<file path="config.mk">
export PLATFORM = sky130hd
export DESIGN_NAME = slc3Top
export DESIGN_NICKNAME = d
export VERILOG_FILES = /design/src/slc3Pkg.sv /design/src/slc3Datapath.sv /design/src/slc3Control.sv /design/src/slc3MemIo.sv /design/src/slc3Top.sv
export VERILOG_INCLUDE_DIRS = /design/src /design/src/src
export SDC_FILE = /design/constraint.sdc
export NUM_CORES = 1
export LEC_CHECK = 0
export BUFFER_PORTS_ARGS = -buffer_cell sky130_fd_sc_hd__buf_4
export CORE_UTILIZATION = 35
export DETAILED_ROUTE_END_ITERATION = 8
export MAX_ROUTING_LAYER = met4
export PLACE_DENSITY = 0.54
export SLEW_MARGIN = 20
export SYNTH_ARGS = -nofsm -noshare
export SYNTH_HDL_FRONTEND = slang
export SYNTH_HIERARCHICAL = 1
export SYNTH_SLANG_ARGS = --single-unit
export TNS_END_PERCENT = 10
</file>
<file path="constraint.sdc">
create_clock -name Clk -period 7 [get_ports Clk]
set_clock_uncertainty 0.2 [all_clocks]
set_input_delay 0.35 -clock Clk [delete_from_list [all_inputs] [get_ports Clk]]
set_output_delay 0.35 -clock Clk [all_outputs]
set_load 0.01 [all_outputs]
</file>
<file path="src/slc3_defines.svh">
//------------------------------------------------
// SLC-3 global parameters
// Word width, the I/O address, register count
// and the SRAM wait state count
//------------------------------------------------
`ifndef SLC3_DEFINES_SVH
`define SLC3_DEFINES_SVH

// Data and address width
`define SLC3_WORD_W 16

// Switches on read, hex display on write
`define SLC3_IO_ADDR 16'hFFFF

// General purpose registers R0..R7
`define SLC3_NUM_REGS 8

// Extra cycles an SRAM access is held
`define SLC3_MEM_WAIT 2

`endif

</file>
<file path="src/slc3Pkg.sv">
//------------------------------------------------
// SLC-3 shared types
// Word and index vectors, bus and ALU selects,
// opcodes and controller states
//------------------------------------------------
`include "slc3_defines.svh"

package slc3Pkg;
	typedef logic [`SLC3_WORD_W-1:0] word_t;
	typedef logic [$clog2(`SLC3_NUM_REGS)-1:0] regIdx_t;
	typedef logic [1:0] aluOp_t;
	typedef logic [1:0] busSel_t;

	// ALU functions
	localparam aluOp_t AluAdd = 2'd0;
	localparam aluOp_t AluAnd = 2'd1;
	localparam aluOp_t AluNot = 2'd2;
	localparam aluOp_t AluPassA = 2'd3;

	// Internal bus sources, one gate at a time
	localparam busSel_t BusPc = 2'd0;
	localparam busSel_t BusMdr = 2'd1;
	localparam busSel_t BusAlu = 2'd2;
	localparam busSel_t BusAddr = 2'd3;

	// LC-3 encodings of the supported subset
	typedef enum logic [3:0] {
		OpBr = 4'b0000, OpAdd = 4'b0001, OpLdr = 4'b0110, OpStr = 4'b0111,
		OpAnd = 4'b0101, OpNot = 4'b1001, OpJmp = 4'b1100, OpPause = 4'b1101
	} opcode_t;

	typedef enum logic [4:0] {
		StHalted, StFetch1, StFetch2, StFetch3, StDecode, StAdd, StAnd, StNot,
		StBr, StBrTaken, StJmp, StLdr1, StLdr2, StLdr3, StLdr4,
		StStr1, StStr2, StStr3, StStr4, StPause1, StPause2
	} ctlState_t;
endpackage

</file>
<file path="src/slc3Datapath.sv">
//------------------------------------------------
// SLC-3 datapath
// PC, IR, MAR, MDR and the register file around
// one internal bus, with ALU, address adder,
// condition codes and the branch-enable flag
//------------------------------------------------
`timescale 1ns/1ps
`include "slc3_defines.svh"

module slc3Datapath import slc3Pkg::*; (
	input  logic        Clk,
	input  logic        rstN,
	input  logic        ldMar,
	input  logic        ldMdr,
	input  logic        ldIr,
	input  logic        ldPc,
	input  logic        ldReg,
	input  logic        ldCc,
	input  logic        ldBen,
	input  busSel_t     busSel,
	input  logic [1:0]  pcSel,
	input  logic        addr1Sel,
	input  logic [1:0]  addr2Sel,
	input  logic        sr1Sel,
	input  logic        sr2Sel,
	input  logic        drSel,
	input  aluOp_t      aluOp,
	input  logic        mioEn,
	input  word_t       cpuRdata,
	output word_t       mar,
	output word_t       mdr,
	output opcode_t     opcode,
	output logic        ir5,
	output logic        ir11,
	output logic        ben,
	output logic [11:0] led
);
	word_t pc, ir;
	word_t regFile [`SLC3_NUM_REGS];
	regIdx_t sr1Idx, drIdx;
	word_t sr1Val, sr2Val, aluB, aluOut;
	word_t addr1, addr2, addrSum;
	word_t bus, pcNext, mdrNext;
	logic nFlag, zFlag, pFlag;

	// Status back to the controller
	assign opcode = opcode_t'(ir[15:12]);
	assign ir5 = ir[5];
	assign ir11 = ir[11];
	// LEDs track the low IR bits, PAUSE code shows here
	assign led = ir[11:0];

	//------------------------------------------------
	// Register file read and ALU
	//------------------------------------------------
	// SR1 is IR[11:9] for stores, IR[8:6] otherwise
	assign sr1Idx = sr1Sel ? ir[8:6] : ir[11:9];
	// Destination is IR[11:9] or R7
	assign drIdx = drSel ? regIdx_t'(`SLC3_NUM_REGS - 1) : ir[11:9];
	assign sr1Val = regFile[sr1Idx];
	assign sr2Val = regFile[ir[2:0]];
	// imm5, sign extended
	assign aluB = sr2Sel ? {{(`SLC3_WORD_W-5){ir[4]}}, ir[4:0]} : sr2Val;

	always_comb begin
		case (aluOp)
			AluAdd: aluOut = sr1Val + aluB;
			AluAnd: aluOut = sr1Val & aluB;
			AluNot: aluOut = ~sr1Val;
			default: aluOut = sr1Val;
		endcase
	end

	//------------------------------------------------
	// Address adder, base plus offset
	//------------------------------------------------
	assign addr1 = addr1Sel ? sr1Val : pc;

	always_comb begin
		case (addr2Sel)
			2'd1: addr2 = {{(`SLC3_WORD_W-6){ir[5]}}, ir[5:0]};
			2'd2: addr2 = {{(`SLC3_WORD_W-9){ir[8]}}, ir[8:0]};
			2'd3: addr2 = {{(`SLC3_WORD_W-11){ir[10]}}, ir[10:0]};
			default: addr2 = '0;
		endcase
	end

	assign addrSum = addr1 + addr2;

	// One source drives the bus
	always_comb begin
		case (busSel)
			BusPc: bus = pc;
			BusMdr: bus = mdr;
			BusAlu: bus = aluOut;
			default: bus = addrSum;
		endcase
	end

	// PC+1, bus or branch target
	always_comb begin
		case (pcSel)
			2'd1: pcNext = bus;
			2'd2: pcNext = addrSum;
			default: pcNext = pc + 1'b1;
		endcase
	end

	// Memory read data or bus into MDR
	assign mdrNext = mioEn ? cpuRdata : bus;

	//------------------------------------------------
	// Registers
	//------------------------------------------------
	always_ff @(posedge Clk) begin
		if (!rstN) begin
			pc <= '0;
			ir <= '0;
			nFlag <= 1'b0;
			zFlag <= 1'b0;
			pFlag <= 1'b0;
			ben <= 1'b0;
		end else begin
			if (ldPc)
				pc <= pcNext;
			if (ldIr)
				ir <= bus;
			// Codes from the value on the bus
			if (ldCc) begin
				nFlag <= bus[`SLC3_WORD_W-1];
				zFlag <= (bus == '0);
				pFlag <= !bus[`SLC3_WORD_W-1] && (bus != '0);
			end
			// Match n/z/p mask in IR[11:9]
			if (ldBen)
				ben <= (ir[11] & nFlag) | (ir[10] & zFlag) | (ir[9] & pFlag);
		end
	end

	// Payload only
	always_ff @(posedge Clk) begin
		if (ldMar)
			mar <= bus;
		if (ldMdr)
			mdr <= mdrNext;
		if (ldReg)
			regFile[drIdx] <= bus;
	end
endmodule

</file>
<file path="src/slc3Control.sv">
//------------------------------------------------
// SLC-3 instruction sequencer
// Multi-cycle FSM driving loads, bus gates,
// mux selects and the SRAM strobes
//------------------------------------------------
`timescale 1ns/1ps
`include "slc3_defines.svh"

module slc3Control import slc3Pkg::*; (
	input  logic       Clk,
	input  logic       rstN,
	input  logic       run,
	input  logic       resume,
	input  opcode_t    opcode,
	input  logic       ir5,
	input  logic       ir11,
	input  logic       ben,
	output logic       ldMar,
	output logic       ldMdr,
	output logic       ldIr,
	output logic       ldPc,
	output logic       ldReg,
	output logic       ldCc,
	output logic       ldBen,
	output busSel_t    busSel,
	output logic [1:0] pcSel,
	output logic       addr1Sel,
	output logic [1:0] addr2Sel,
	output logic       sr1Sel,
	output logic       sr2Sel,
	output logic       drSel,
	output aluOp_t     aluOp,
	output logic       mioEn,
	output logic       memCe,
	output logic       memOe,
	output logic       memWe,
	output logic       paused
);
	ctlState_t state, stateNext;
	logic [3:0] waitCnt;
	logic memWait, memDone;

	// Stretch states that hold the SRAM
	assign memWait = (state == StFetch2) || (state == StLdr2) || (state == StStr3);
	assign memDone = (waitCnt == 4'(`SLC3_MEM_WAIT));
	assign paused = (state == StPause1) || (state == StPause2);

	always_ff @(posedge Clk) begin
		if (!rstN) begin
			state <= StHalted;
			waitCnt <= '0;
		end else begin
			state <= stateNext;
			waitCnt <= (memWait && !memDone) ? waitCnt + 1'b1 : '0;
		end
	end

	//------------------------------------------------
	// Next state and per-state controls
	//------------------------------------------------
	always_comb begin
		stateNext = state;
		{ldMar, ldMdr, ldIr, ldPc, ldReg, ldCc, ldBen} = '0;
		{memCe, memOe, memWe, mioEn} = '0;
		busSel = BusPc;
		pcSel = 2'd0;
		addr1Sel = 1'b0;
		addr2Sel = 2'd0;
		sr1Sel = 1'b1;
		sr2Sel = 1'b0;
		drSel = 1'b0;
		aluOp = AluPassA;
		case (state)
			StHalted: if (run) stateNext = StFetch1;
			// MAR <- PC, PC <- PC+1
			StFetch1: begin
				ldMar = 1'b1;
				ldPc = 1'b1;
				stateNext = StFetch2;
			end
			// Read held for the wait count, then captured
			StFetch2: begin
				{memCe, memOe} = 2'b11;
				if (memDone) begin
					ldMdr = 1'b1;
					mioEn = 1'b1;
					stateNext = StFetch3;
				end
			end
			StFetch3: begin
				busSel = BusMdr;
				ldIr = 1'b1;
				stateNext = StDecode;
			end
			StDecode: begin
				ldBen = 1'b1;
				case (opcode)
					OpAdd: stateNext = StAdd;
					OpAnd: stateNext = StAnd;
					OpNot: stateNext = StNot;
					OpBr: stateNext = StBr;
					// Reserved bit set, treat as no-op
					OpJmp: stateNext = ir11 ? StFetch1 : StJmp;
					OpLdr: stateNext = StLdr1;
					OpStr: stateNext = StStr1;
					OpPause: stateNext = StPause1;
					default: stateNext = StFetch1;
				endcase
			end
			// DR <- SR1 op (SR2 or imm5), codes follow
			StAdd, StAnd, StNot: begin
				busSel = BusAlu;
				sr2Sel = ir5;
				aluOp = (state == StAdd) ? AluAdd : (state == StAnd) ? AluAnd : AluNot;
				ldReg = 1'b1;
				ldCc = 1'b1;
				stateNext = StFetch1;
			end
			StBr: stateNext = ben ? StBrTaken : StFetch1;
			// PC <- PC + off9
			StBrTaken: begin
				pcSel = 2'd2;
				addr2Sel = 2'd2;
				ldPc = 1'b1;
				stateNext = StFetch1;
			end
			// PC <- BaseR through the ALU
			StJmp: begin
				busSel = BusAlu;
				pcSel = 2'd1;
				ldPc = 1'b1;
				stateNext = StFetch1;
			end
			// MAR <- BaseR + off6, shared by LDR and STR
			StLdr1, StStr1: begin
				busSel = BusAddr;
				addr1Sel = 1'b1;
				addr2Sel = 2'd1;
				ldMar = 1'b1;
				stateNext = (state == StLdr1) ? StLdr2 : StStr2;
			end
			StLdr2: begin
				{memCe, memOe} = 2'b11;
				if (memDone)
					stateNext = StLdr3;
			end
			StLdr3: begin
				{memCe, memOe} = 2'b11;
				ldMdr = 1'b1;
				mioEn = 1'b1;
				stateNext = StLdr4;
			end
			StLdr4: begin
				busSel = BusMdr;
				ldReg = 1'b1;
				ldCc = 1'b1;
				stateNext = StFetch1;
			end
			// MDR <- SR from IR[11:9]
			StStr2: begin
				busSel = BusAlu;
				sr1Sel = 1'b0;
				ldMdr = 1'b1;
				stateNext = StStr3;
			end
			StStr3: begin
				{memCe, memWe} = 2'b11;
				if (memDone)
					stateNext = StStr4;
			end
			// Write recovery, strobes released
			StStr4: stateNext = StFetch1;
			// Wait for press, then release
			StPause1: if (resume) stateNext = StPause2;
			StPause2: if (!resume) stateNext = StFetch1;
			default: stateNext = StHalted;
		endcase
	end
endmodule

</file>
<file path="src/slc3MemIo.sv">
//------------------------------------------------
// SLC-3 memory-mapped I/O
// Switches and hex display at the I/O address,
// SRAM strobes masked there
//------------------------------------------------
`timescale 1ns/1ps
`include "slc3_defines.svh"

module slc3MemIo import slc3Pkg::*; (
	input  logic  Clk,
	input  logic  rstN,
	input  word_t mar,
	input  word_t mdr,
	input  logic  memCe,
	input  logic  memOe,
	input  logic  memWe,
	input  word_t switches,
	input  word_t sramRdata,
	output logic  sramCe,
	output logic  sramOe,
	output logic  sramWe,
	output word_t sramAddr,
	output word_t sramWdata,
	output word_t cpuRdata,
	output word_t hexValue
);
	logic isIo;

	assign isIo = (mar == `SLC3_IO_ADDR);

	// SRAM stays idle during I/O cycles
	assign sramCe = memCe && !isIo;
	assign sramOe = memOe && !isIo;
	assign sramWe = memWe && !isIo;
	assign sramAddr = mar;
	assign sramWdata = mdr;

	// Read steering
	assign cpuRdata = (isIo && memOe) ? switches : sramRdata;

	// Display register, written by STR to the I/O address
	always_ff @(posedge Clk) begin
		if (!rstN)
			hexValue <= '0;
		else if (memCe && memWe && isIo)
			hexValue <= mdr;
	end
endmodule

</file>
<file path="src/slc3Top.sv">
//------------------------------------------------
// SLC-3 top level
// Controller, datapath and memory I/O block
// in front of an external asynchronous SRAM
//------------------------------------------------
`timescale 1ns/1ps

module slc3Top import slc3Pkg::*; (
	input  logic        Clk,
	input  logic        rstN,
	input  logic        run,
	input  logic        resume,
	input  word_t       switches,
	input  word_t       sramRdata,
	output logic        sramCe,
	output logic        sramOe,
	output logic        sramWe,
	output word_t       sramAddr,
	output word_t       sramWdata,
	output word_t       hexValue,
	output logic [11:0] led,
	output logic        paused
);
	// Controller to datapath
	logic ldMar, ldMdr, ldIr, ldPc, ldReg, ldCc, ldBen;
	busSel_t busSel;
	logic [1:0] pcSel, addr2Sel;
	logic addr1Sel, sr1Sel, sr2Sel, drSel;
	aluOp_t aluOp;
	logic mioEn, memCe, memOe, memWe;
	// Datapath status and memory side
	opcode_t opcode;
	logic ir5, ir11, ben;
	word_t mar, mdr, cpuRdata;

	slc3Control ctl0 (
		.Clk(Clk), .rstN(rstN), .run(run), .resume(resume),
		.opcode(opcode), .ir5(ir5), .ir11(ir11), .ben(ben),
		.ldMar(ldMar), .ldMdr(ldMdr), .ldIr(ldIr), .ldPc(ldPc),
		.ldReg(ldReg), .ldCc(ldCc), .ldBen(ldBen), .busSel(busSel),
		.pcSel(pcSel), .addr1Sel(addr1Sel), .addr2Sel(addr2Sel), .sr1Sel(sr1Sel),
		.sr2Sel(sr2Sel), .drSel(drSel), .aluOp(aluOp), .mioEn(mioEn),
		.memCe(memCe), .memOe(memOe), .memWe(memWe), .paused(paused)
	);

	slc3Datapath dp0 (
		.Clk(Clk), .rstN(rstN),
		.ldMar(ldMar), .ldMdr(ldMdr), .ldIr(ldIr), .ldPc(ldPc),
		.ldReg(ldReg), .ldCc(ldCc), .ldBen(ldBen), .busSel(busSel),
		.pcSel(pcSel), .addr1Sel(addr1Sel), .addr2Sel(addr2Sel), .sr1Sel(sr1Sel),
		.sr2Sel(sr2Sel), .drSel(drSel), .aluOp(aluOp), .mioEn(mioEn),
		.cpuRdata(cpuRdata), .mar(mar), .mdr(mdr), .opcode(opcode),
		.ir5(ir5), .ir11(ir11), .ben(ben), .led(led)
	);

	slc3MemIo mio0 (
		.Clk(Clk), .rstN(rstN), .mar(mar), .mdr(mdr),
		.memCe(memCe), .memOe(memOe), .memWe(memWe),
		.switches(switches), .sramRdata(sramRdata),
		.sramCe(sramCe), .sramOe(sramOe), .sramWe(sramWe),
		.sramAddr(sramAddr), .sramWdata(sramWdata),
		.cpuRdata(cpuRdata), .hexValue(hexValue)
	);
endmodule

</file>
---- Yosys cells after proc, flatten, opt, wreduce, memory -nomap -nowiden ----
Memory sizes are Yosys's and may differ from the RTL's. A register that Yosys moved wholly into a read port is not among the register bits.
Cells that the tools add are included.
storage, ports and cells
  flip-flop bits (word level) ............. 93
  RAM bits ................................ 128
  input bits .............................. 36
  output and inout port bits .............. 64
  logic and storage cells ................. 143
  memories ................................ 1
memory list
  memory       words  bits a word  read ports  clocked after Yosys merged registers in  write ports  RTL line            source
  dp0.regFile  8      16           2           1                                        1            slc3Datapath.sv:39  word_t regFile [`SLC3_NUM_REGS];
cells by class
  add/sub/neg operators ................... 4
  equality and inequality tests ........... 44
  muxes and demuxes ....................... 43
  bitwise gates (word level) .............. 7
  reduce and logical (&&, ||, !) cells .... 33
operators with widths
  operator                 number
  $pmux W16 S3             3
  $pmux W5 S14             1
  $mux W16                 4
  $eq A5 B4 Y1 const B     8
  $pmux W5 S8              1
  $mux W5                  7
  $add A16 B16 Y16         2
  $pmux W16 S2             1
  $eq A5 B5 Y1 const B     5
  $eq A5 B3 Y1 const B     4
  $add A16 B1 Y16 const B  1
  $and A16 B16 Y16         1
  $eq A16 B16 Y1 const B   1
  $logic_not A16 Y1        1
  $not A16 Y16             1
  $reduce_bool A16 Y1      1
  $mux W1                  13
  $eq A4 B3 Y1 const B     3
  $eq A4 B4 Y1 const B     3
  $reduce_or A3 Y1         4
  $eq A2 B2 Y1 const B     5
  $eq A5 B2 Y1 const B     2
  $mux W3                  3
  $eq A2 B1 Y1 const B     4
  25 further kinds         52

---- Depth between registers and ports, before layout ----
Gate-level depths: netlist of the first run.
  word-level depth ........................ 9
  gate-level depth with buffers ........... 24
  mapped depth without buffers ............ 21

---- By module ----
Netlist of the first run, hierarchy kept.
modules (own cells, without submodules)
  module        instances  cells an instance  area each (µm²)
  slc3Datapath  1          1109               12364.4
  slc3MemIo     1          128                1171.1
  slc3Control   1          145                994.7

---- Least setup slack after synthesis of the first run ----
Ideal clock, no wire load.
  kind .................................... reg-to-reg
  start ................................... reg ctl0.state[4]
  end ..................................... reg dp0.pFlag
  library setup time ...................... 148 ps
  arrival time ............................ 5552 ps
  required time ........................... 6652 ps
  setup slack ............................. 1101 ps
  stages on the path, launching flop included .. 24
  buffers on the path ..................... 4
  period minus slack after synthesis ...... 5899 ps
  cells stage by stage .................... dfxtp_1 clkbuf_1 clkbuf_1 nand3_1 buf_6 mux2_4 buf_6 mux4_2 mux2i_1 a21oi_1 ha_1 fa_1 a211oi_1 o21bai_1 nand4_1 nand3_1 o21ai_0 xnor2_1 a2111oi_0 o31a_1 a21oi_1 or4b_4 nor4b_4 o31ai_1
on the way
  word-level cells in the longest chain between the ends .. 9
  elaborated cells between the ends (all ways) .. 46
  classes of those cells .................. 2 x add/sub; 17 x eq/ne; 14 x mux; 2 x bitwise; 10 x reduce/logical; 1 x memory
ends and longest elaborated chain
  what                                                                    RTL line             source
  from (decl)                                                             slc3Control.sv:39    ctlState_t state, stateNext;
  from (signal assigned)                                                  slc3Control.sv:50    state <= StHalted;
  from (signal assigned)                                                  slc3Control.sv:53    state <= stateNext;
  parallel branches: the longest is 6 deep, another holds $mem_v2 Z8 W16  -
  $pmux W16 S3 (*)                                                        slc3Datapath.sv:92   case (busSel)
  net dp0.bus[12]                                                         slc3Datapath.sv:43   word_t bus, pcNext, mdrNext;
  $reduce_bool A16 Y1 (*)                                                 slc3Datapath.sv:132  pFlag <= !bus[`SLC3_WORD_W-1] && (bus != '0);
  $logic_and A1 B1 Y1 (*)                                                 slc3Datapath.sv:132
  to (signal assigned)                                                    slc3Datapath.sv:132
  to (decl)                                                               slc3Datapath.sv:44   logic nFlag, zFlag, pFlag;
Mark *: on every way through the listed nets, which the timed path passes.
A chain may end at the register's enable or synchronous reset.

---- Final worst setup path of the first run ----
  start ................................... reg ctl0.state[0]
  end ..................................... reg dp0.pFlag
on the way
  word-level cells in the longest chain between the ends .. 9
  elaborated cells between the ends (all ways) .. 46
  classes of those cells .................. 2 x add/sub; 17 x eq/ne; 14 x mux; 2 x bitwise; 10 x reduce/logical; 1 x memory
ends and longest elaborated chain
  what
  parallel branches: the longest is 9 deep, another holds $mem_v2 Z8 W16
Several ways; the timed one is not identified.

==> impl_metrics.ini, run 1 <==
[outcome]
status = finished clean

[worst_setup_path]
cp_data_required_time_ns = 7.27
crit_path_end_kind = register
slowest_delay_ns = 0.62
worstPathMaxFanout = 15
crit_arrival_ns = 6.90
critical_path_class = reg2reg
crit_family = simple AND/OR/NAND/NOR gates
crit_chain = nor3_2 > nand3_1 > buf_4 > mux2_4 > mux4_2 > mux2i_1 > a21oi_1 > ha_1 > fa_1 > a211oi_1 > o21bai_1 > a21oi_1 > xnor2_1 > a2bb2oi_1 > o311a_1 > nor3b_1 > buf_4 > nor4bb_1 > nand3_1 > or4b_4 > nor4b_4 > o31ai_1
cpMaxStageDelayCell = dfxtp_1
critPathLaunchType = register
critPathBufInv = 2

[cells_and_area]
drive_gt1_share_pct = 23.6
layoutNonFillerInstCount = 2013
multiInputGateArea_mm2 = 0.00765
finish.net_count = 1532
fill_cells = 4022
seq_area_mm2 = 0.00609
syn_to_final_growth_pct = 15.1

[floorplan]
initial_core_util_pct = 35.5
die_h_um = 206
rows = 74
io_pins = 100
die_area_mm2 = 0.0423
fp.dieW_um = 206
core-area_mm2 = 0.0409

[detailed_routing]
drc = 0
wl_per_cell_um = 24.6
drtIter0Drc = 968
first_pass_iters = 5
via_count = 11796
viasPerCell = 5.86
postRouteAntennaNets = 0
postRouteWirelength_um = 49600

[timing]
rsz0062_at_grt = false
setup_tns_ns = 0
setup_viol = 0
hold_viol_final = 0
fin_crit_sh_pct = 94.7
timing.final.crit_period_ns = 6.63
maxSlewViolCount = 0
max-slew-margin-rel_pct = 31.0
worstMarginPinSlew_ns = 1.04
timing.fmax_mhz = 151

[synthesis]
synth.avg_cell_area_um2 = 10.5
yosysSeqAreaShare_pct = 41.9
async_flop_share_pct = 0
syn_nets = 1455
yosys-top-cells-count = edfxtp_1 (160), nand2_1 (139), nor2_1 (107)
synth_top_area_share_pct = 33.1
yosysTopAreaCell = edfxtp_1
yosysWarnings = 6
synthTopCellsByArea = edfxtp_1 (33%), dfxtp_1 (8.8%), mux4_2 (7.9%)
synthFlopType = edfxtp_1
yosysMostFrequentCell = edfxtp_1
netlist_area_mm2 = 0.0145
synthDistinctLibCells = 105
synth_cells = 1382
synth_seq_cells = 224
synth_edf_count = 160

[job]
max_cap_violations = 0

[pwr]
power_density_mw_per_mm2 = 307
vdd_drop_max_mv = 0.145
total_leakage_power_uw = 0.00617

[clock_network]
insertion_delay_ns = 0.58
cts.sinks = 224
root_buffer = clkbuf_16
cts.path.max_buffers = 3
htreeDepth = 1
numCtsBuffers = 27
postCtsSetupBuffers = 0
clk_pin_slew_ns = 0.06
cts_tree = built

[placed_design]
placed_cells = 1957
io_buffers = 99
gp_congestion = 0.940
dp_hpwl_um = 35200

[global_routing]
grt_pass1_wl_um = 73900
grt_overflow_total = 0
grt_pass1_vias = 11483
antenna_found_initial = 2
grt_usage_pct = 24.4
grt_max_degree = 47

[worst_hold_path]
hold_class = in2reg
## path summary, 6_finish.rpt
kind / slack, ns / endpoint / from / cells after the start
max: 0.37 / dp0/pFlag$_SDFFE_PN0P_ / ctl0/state[0]$_SDFFE_PN0P_ / 22
min: 0.01 / dp0/mdr[10]$_DFFE_PP_ / switches[10] / 3
max reg2reg: 0.37 / dp0/pFlag$_SDFFE_PN0P_ / ctl0/state[0]$_SDFFE_PN0P_ / 22
min reg2reg: 0.26 / mio0/hexValue[2]$_SDFFE_PN0P_ / mio0/hexValue[2]$_SDFFE_PN0P_ / 2
## cell type report
cell class	count	area share (%)
multi-input combinational	993	45.8
sequential	224	36.4
timing repair buffer	166	7.53
clock buffer	30	4.11
tap	532	3.98
clock inverter	19	1.14
inverter	47	1.05
antenna	2	0.0299
## state kept, by name, summed over array words and instances, names as in the netlist, named ones only
| signal | count |
|---|---|
| ctl0/state | 5 |
| ctl0/waitCnt | 4 |
| dp0/ben | 1 |
| dp0/ir | 16 |
| dp0/mar | 16 |
| dp0/mdr | 16 |
| dp0/nFlag | 1 |
| dp0/pFlag | 1 |
| dp0/pc | 16 |
| dp0/regFile | 128 |
| dp0/zFlag | 1 |
| mio0/hexValue | 16 |
## logic make-up after synthesis
logic type      synth area share [%]
simple gates                    14.8
compound gates                  15.9
flops                           41.9
mux                             16.8
buf+inv                         5.87
fa+ha+maj                       3.24
xor+xnor                        1.50
other cells                   0.0258
## placed cells by master (no fill, tap or decap), types with 36 or more instances in the layout
cell and instances:
buf_4 161, edfxtp_1 160, nand2_1 139, nor2_1 106
a21oi_1 76, mux2i_1 72, dfxtp_1 63, o21ai_0 58
mux4_2 51, inv_1 45, mux2_2 43, ha_1 36
## layer usage
layer	wire length, um	vias up	track usage, %
met5	0	-	-
met4	1910	0	9.05
met3	3710	98	5.13
met2	22200	484	36.5
met1	21800	5833	32.4
li1	-	5381	-
## worst register-to-register path: cells and delay by family (launching register included)
kind | cells | cell delay (ns)
buf+inv | 2 | 0.44
compound gates | 7 | 1.21
flops | 1 | 0.62
xor+xnor | 1 | 0.10
mux | 3 | 1.23
simple gates | 7 | 1.98
fa+ha+maj | 2 | 0.72
## through the flow
stage | hold WS, ns | total power, uW | setup slack [ns] | area, um2 | utilization, %
3_5_place_dp | 0.248 | 3700 | 0.446 | 15800 | 38.5
4_1_cts | 0.000508 | 5120 | 0.432 | 16700 | 40.8
6_report | 0.0103 | 5130 | 0.368 | 16700 | 40.9
3_3_place_gp | 0.244 | 3710 | 0.557 | 15800 | 38.5
5_1_grt | 0.0131 | 5360 | 0.0589 | 16700 | 40.9
2_1_floorplan | 0.230 | 2990 | 1.10 | 14500 | -
## where the power goes
part	internal, uW	switching (uW)	leakage (uW)
sequential	1660	111	0.00200
clock	819	591	0.000434
combinational	700	1250	0.00373
total	3180	1950	0.00617
## timing repair
| item | 4_1_cts | 5_1_grt |
|---|---|---|
| resized for setup | 0 | 0 |
| endpoints found under the hold margin | 3 | 0 |
| hold buffers | 5 | 0 |
Power figures use the tool's default switching activity.
==> run 2: changes to the inputs <==
Settings changed: PLACE_DENSITY 0.54 to 0.56.
Clock period 7 ns to 5.9 ns, I/O delays scaled along.
==> impl_metrics.ini, run 2 (synthesis gave the netlist of run 1 again) <==
[global_routing]
grt_usage_pct = 23.9
grt_max_degree = 47
grt_overflow_total = 0
antenna_found_initial = 2
grt_pass1_vias = 11683
grt_pass1_wl_um = 73000

[detailed_routing]
postRouteAntennaNets = 0
viasPerCell = 5.77
wl_per_cell_um = 23.7
via_count = 12074
drc = 0
drtIter0Drc = 1056
first_pass_iters = 5
postRouteWirelength_um = 49600

[timing]
max-slew-margin-rel_pct = 23.5
maxSlewViolCount = 0
timing.fmax_mhz = 177
hold-worst-slack_ns = 0.0724
hold_viol_final = 0
worstMarginPinSlew_ns = 1.14
setup_viol = 0
timing.final.crit_period_ns = 5.66
fin_crit_sh_pct = 96.0

[pwr]
p_seq_share_pct = 32.9
swShare_pct = 37.2
switchingPower_uw = 2350
power_uw = 6320
power_density_mw_per_mm2 = 360
pwr-share-comb_pct = 40.3
p_int_uw = 3970
vdd_drop_max_mv = 0.308
total_leakage_power_uw = 0.00657
pwr-share-clk_pct = 26.8

[worst_setup_path]
crit_path_end_kind = register
critical_path_class = reg2reg
critPathLaunchType = register
cp_data_required_time_ns = 6.14
crit_arrival_ns = 5.91
worstPathMaxFanout = 8

[cells_and_area]
layout_commonest_cell = buf_4
largest_register_ffs = 128
finish.net_count = 1612
final_util_pct = 42.9
regMostFlops = dp0/regFile
drive_gt1_share_pct = 26.9
syn_to_final_growth_pct = 20.8
most-common-layout-cells = buf_4 (212), edfxtp_1 (160), nand2_1 (138), nor2_1 (106), a21oi_1 (73)

[floorplan]
fp.dieW_um = 206
initial_core_util_pct = 35.5
io_pins = 100
core-area_mm2 = 0.0409
die_h_um = 206
die_area_mm2 = 0.0423
rows = 74

[placed_design]
io_buffers = 99
gp_congestion = 0.910
dp_hpwl_um = 35700

[clock_network]
cts_tree = built
cts.path.max_buffers = 3
insertion_delay_ns = 0.57
cts.sinks = 224
numCtsBuffers = 26
htreeDepth = 1
clk_pin_slew_ns = 0.06
root_buffer = clkbuf_16

[job]
max_cap_violations = 0

[outcome]
status = finished clean

[worst_hold_path]
hold_class = in2reg
## run 2: changes by cell type in the layout (fill, tap and decap cells not counted), moves of 4 or more
cell / change
a21oi_2: +4
buf_4: +51
clkinv_2: -4
dlygate4sd3_1: +28
## run 2: power groups by stage
stage,registers (uW),logic (uW),clock network (uW)
floorplan,2060,1490,0
global placement,2110,2400,0
detailed placement,2110,2400,0
CTS,2080,2440,1730
global route,2090,2710,1780
finish,2080,2550,1690
## run 2: cell type report
type | count | area [um2]
diodes | 2 | 5.00
clock buffers | 33 | 687
clock inverters | 15 | 213
fillers | 3999 | 23400
inverters | 47 | 176
multi-input cells | 993 | 7770
flip-flops and latches | 224 | 6090
well taps | 532 | 666
repair buffers | 247 | 1940
## run 2: worst paths after layout
path,start,endpoint,slack [ns],cells past startpoint
min reg2reg,mio0/hexValue[0]$_SDFFE_PN0P_,mio0/hexValue[0]$_SDFFE_PN0P_,0.26,2
max reg2reg,ctl0/state[1]$_SDFFE_PN0P_,dp0/pFlag$_SDFFE_PN0P_,0.24,21
max,ctl0/state[1]$_SDFFE_PN0P_,dp0/pFlag$_SDFFE_PN0P_,0.24,21
min,resume,ctl0/state[1]$_SDFFE_PN0P_,0.07,5
## run 2: layer usage
layer  track usage (%)  wire length [um]  vias to the layer above
met5                 -                 0                        -
met4              6.69              1350                        0
met3              4.53              3970                       81
met2              36.3             22500                      438
met1              32.5             21800                     6020
li1                  -                 -                     5535
## run 2: through the flow
stage                     setup WS, ns  instance area (um2)  TNS (ns)  std cells
final                            0.236                17500         0       2093
after global routing           -0.0380                17500   -0.0417       2093
after CTS                       0.0545                17400         0       2088
after detailed placement       -0.0640                16100    -0.112       2004
after global placement          0.0211                16100         0       2004
after floorplan               0.000657                14500         0       1382
## run 2: critical path: stages (launching register included)
cell     delay (ns)
dfxtp_1        0.31
nor3_2         0.22
nand3_2        0.21
mux2_4         0.30
buf_4          0.19
mux4_1         0.59
mux2i_1        0.28
buf_4          0.20
a21oi_1        0.07
ha_1           0.37
o21a_1         0.21
o21a_1         0.18
a41o_1         0.28
o41ai_2        0.29
buf_4          0.18
o21a_1         0.14
xnor2_1        0.09
a21oi_1        0.20
nand3_1        0.11
or4b_4         0.51
nor4b_4        0.29
o31ai_1        0.11
## run 2: repair_timing
action                                  in CTS  in global routing
gates resized for setup                      3                 27
gates cloned                                 0                  0
buffers inserted                             3                  3
endpoints found under the hold margin       17                  0
hold buffers                                33                  0
pin swaps                                    0                  6
endpoints found under the setup margin       3                 18
==> run 3: changes to the inputs <==
Settings changed: PLACE_DENSITY 0.56 to not set, PLACE_DENSITY_LB_ADDON set to 0.12, SLEW_MARGIN 20 to not set.
==> impl_metrics.ini, run 3 (synthesis gave the netlist of run 1 again) <==
[timing]
maxSlewViolCount = 0
fin_ws_ns = 0.248
max-slew-margin-rel_pct = 21.0
timing.final.crit_period_ns = 5.65
setup_viol = 0
hold_viol_final = 0
timing.fmax_mhz = 177
fin_crit_sh_pct = 95.8
setup_tns_ns = 0
worstMarginPinSlew_ns = 1.18

[clock_network]
cts.path.max_buffers = 3
root_buffer = clkbuf_16
cts.sinks = 224
insertion_delay_ns = 0.57
numCtsBuffers = 28
clk_pin_slew_ns = 0.06
htreeDepth = 1
cts_tree = built

[worst_hold_path]
hp-start = resume
hold_path_depth = 5
hold_class = in2reg
hold_path_end = ctl0/state[1]$_SDFFE_PN0P_

[cells_and_area]
fill_cells = 3955
syn_to_final_growth_pct = 22.8
finish.net_count = 1633
drive_gt1_share_pct = 28.0
largest_register_ffs = 128
regMostFlops = dp0/regFile
layout_commonest_cell = buf_4
most-common-layout-cells = buf_4 (225), edfxtp_1 (160), nand2_1 (139), nor2_1 (106), a21oi_1 (73)

[worst_setup_path]
reg2reg_slack_ns = 0.25
worstPathMaxFanout = 11
critPathLaunchType = register
regToRegStartpoint = ctl0/state[1]$_SDFFE_PN0P_
critical_path_class = reg2reg
r2r_end = dp0/pFlag$_SDFFE_PN0P_
crit_path_end_kind = register
crit_arrival_ns = 5.89
cp_data_required_time_ns = 6.14
reg2reg_depth = 23

[job]
max_cap_violations = 0

[pwr]
switchingPower_uw = 2440
p_seq_share_pct = 31.5
swShare_pct = 36.9
pwr-share-clk_pct = 28.5
total_leakage_power_uw = 0.00674
p_int_uw = 4180
pwr-share-comb_pct = 40.0
vdd_drop_max_mv = 0.238
power_density_mw_per_mm2 = 371

[floorplan]
die_area_mm2 = 0.0423
initial_core_util_pct = 35.5
die_h_um = 206
core-area_mm2 = 0.0409
rows = 74
fp.dieW_um = 206
io_pins = 100

[global_routing]
grt_pass1_vias = 11895
grt_max_degree = 47
grt_pass1_wl_um = 77300
antenna_found_initial = 5
grt_usage_pct = 25.5
grt_overflow_total = 0

[detailed_routing]
wl_per_cell_um = 24.6
postRouteAntennaNets = 0
highest_layer = met4
met1_length_um = 23000
drc = 0
drtIter0Drc = 1075
first_pass_iters = 5
via_count = 12220
postRouteWirelength_um = 52000
route.met3.wl_um = 3940
viasPerCell = 5.78
route.met2.wl_um = 23500

[placed_design]
dp_hpwl_um = 37700
gp_congestion = 0.948
place_ws_ns = 0.0269
io_buffers = 99

[outcome]
status = finished clean
run 3: cell count changes in the layout (fill, tap and decap cells not counted), moves of 2 or more:
cell       delta
clkinv_2      -2
buf_12        +6
clkbuf_1      -4
o21ai_2       -2
clkbuf_16     +3
buf_4        +13
clkinv_4      +2
a2111oi_1     -2
inv_6         +5
a2111oi_0     +2
run 3: worst max-delay path, stage by stage (launching register included):
cell and delay [ns]:
dfxtp_1 0.31, nor3_2 0.24, nand3_2 0.16, buf_4 0.21, buf_4 0.19, mux2i_4 0.28
buf_4 0.19, mux4_2 0.28, nand2_1 0.11, o21ai_2 0.12, mux2_2 0.29, ha_1 0.23
or3_1 0.40, o21bai_1 0.22, nand4_1 0.15, nand3_1 0.07, o21ai_0 0.15, xnor2_1 0.16
a2111oi_2 0.34, o31a_1 0.19, a21oi_1 0.08, or4b_4 0.55, nor4b_4 0.28, o31ai_1 0.10
run 3: metrics by stage:
step / total power [uW] / hold slack, ns / std cells / instance area, um2 / utilization (%)
6_report: 6620 / 0.0889 / 2116 / 17800 / 43.6
5_1_grt: 6920 / 0.102 / 2116 / 17800 / 43.6
4_1_cts: 6610 / 0.0576 / 2112 / 17700 / 43.4
3_5_place_dp: 4660 / 0.248 / 2027 / 16400 / 40.0
3_3_place_gp: 4680 / 0.244 / 2027 / 16400 / 40.0
2_1_floorplan: 3550 / 0.230 / 1382 / 14500 / -
run 3: power by group through the flow:
stage          Clock, uW  Combinational, uW  Sequential [uW]
2_1_floorplan          0               1490             2060
3_3_place_gp           0               2570             2110
3_5_place_dp           0               2560             2110
4_1_cts             1930               2600             2080
5_1_grt             1990               2840             2100
6_report            1890               2650             2080
run 3: worst max path at each step:
stage,slack (ns),startpoint,to,cells past startpoint
2_1_floorplan,0.0007,ctl0/state[4]$_SDFFE_PN0P_,dp0/pFlag$_SDFFE_PN0P_,23
3_3_place_gp,0.13,ctl0/state[1]$_SDFFE_PN0P_,dp0/pFlag$_SDFFE_PN0P_,22
3_5_place_dp,0.03,ctl0/state[1]$_SDFFE_PN0P_,dp0/pFlag$_SDFFE_PN0P_,22
4_1_cts,0.02,ctl0/state[1]$_SDFFE_PN0P_,dp0/pFlag$_SDFFE_PN0P_,22
5_1_grt,-0.04,ctl0/state[1]$_SDFFE_PN0P_,dp0/zFlag$_SDFFE_PN0P_,23
6_report,0.25,ctl0/state[1]$_SDFFE_PN0P_,dp0/pFlag$_SDFFE_PN0P_,23
run 3: per-layer routing:
metal	up-vias	track usage (%)
met2	464	38.7
met5	-	-
met1	6081	34.3
met4	0	7.41
met3	89	4.93
li1	5586	-
run 3: final cells by class:
| cell class | instances | area (um2) | share of cell area [%] |
|---|---|---|---|
| Antenna cell | 2 | 5.00 | 0.0281 |
| Tap cell | 532 | 666 | 3.73 |
| Timing Repair Buffer | 266 | 2160 | 12.1 |
| Multi-Input combinational cell | 993 | 7710 | 43.2 |
| Clock buffer | 33 | 761 | 4.26 |
| Inverter | 47 | 176 | 0.989 |
| Clock inverter | 19 | 269 | 1.51 |
| Sequential cell | 224 | 6090 | 34.1 |
run 3: repair_timing:
item                                    in CTS  in global routing
setup buffers                                0                  2
endpoints found under the hold margin       20                  0
hold buffers                                33                  0
gates resized for setup                      1                 18
endpoints found under the setup margin       2                 17
pin swaps                                    0                  6
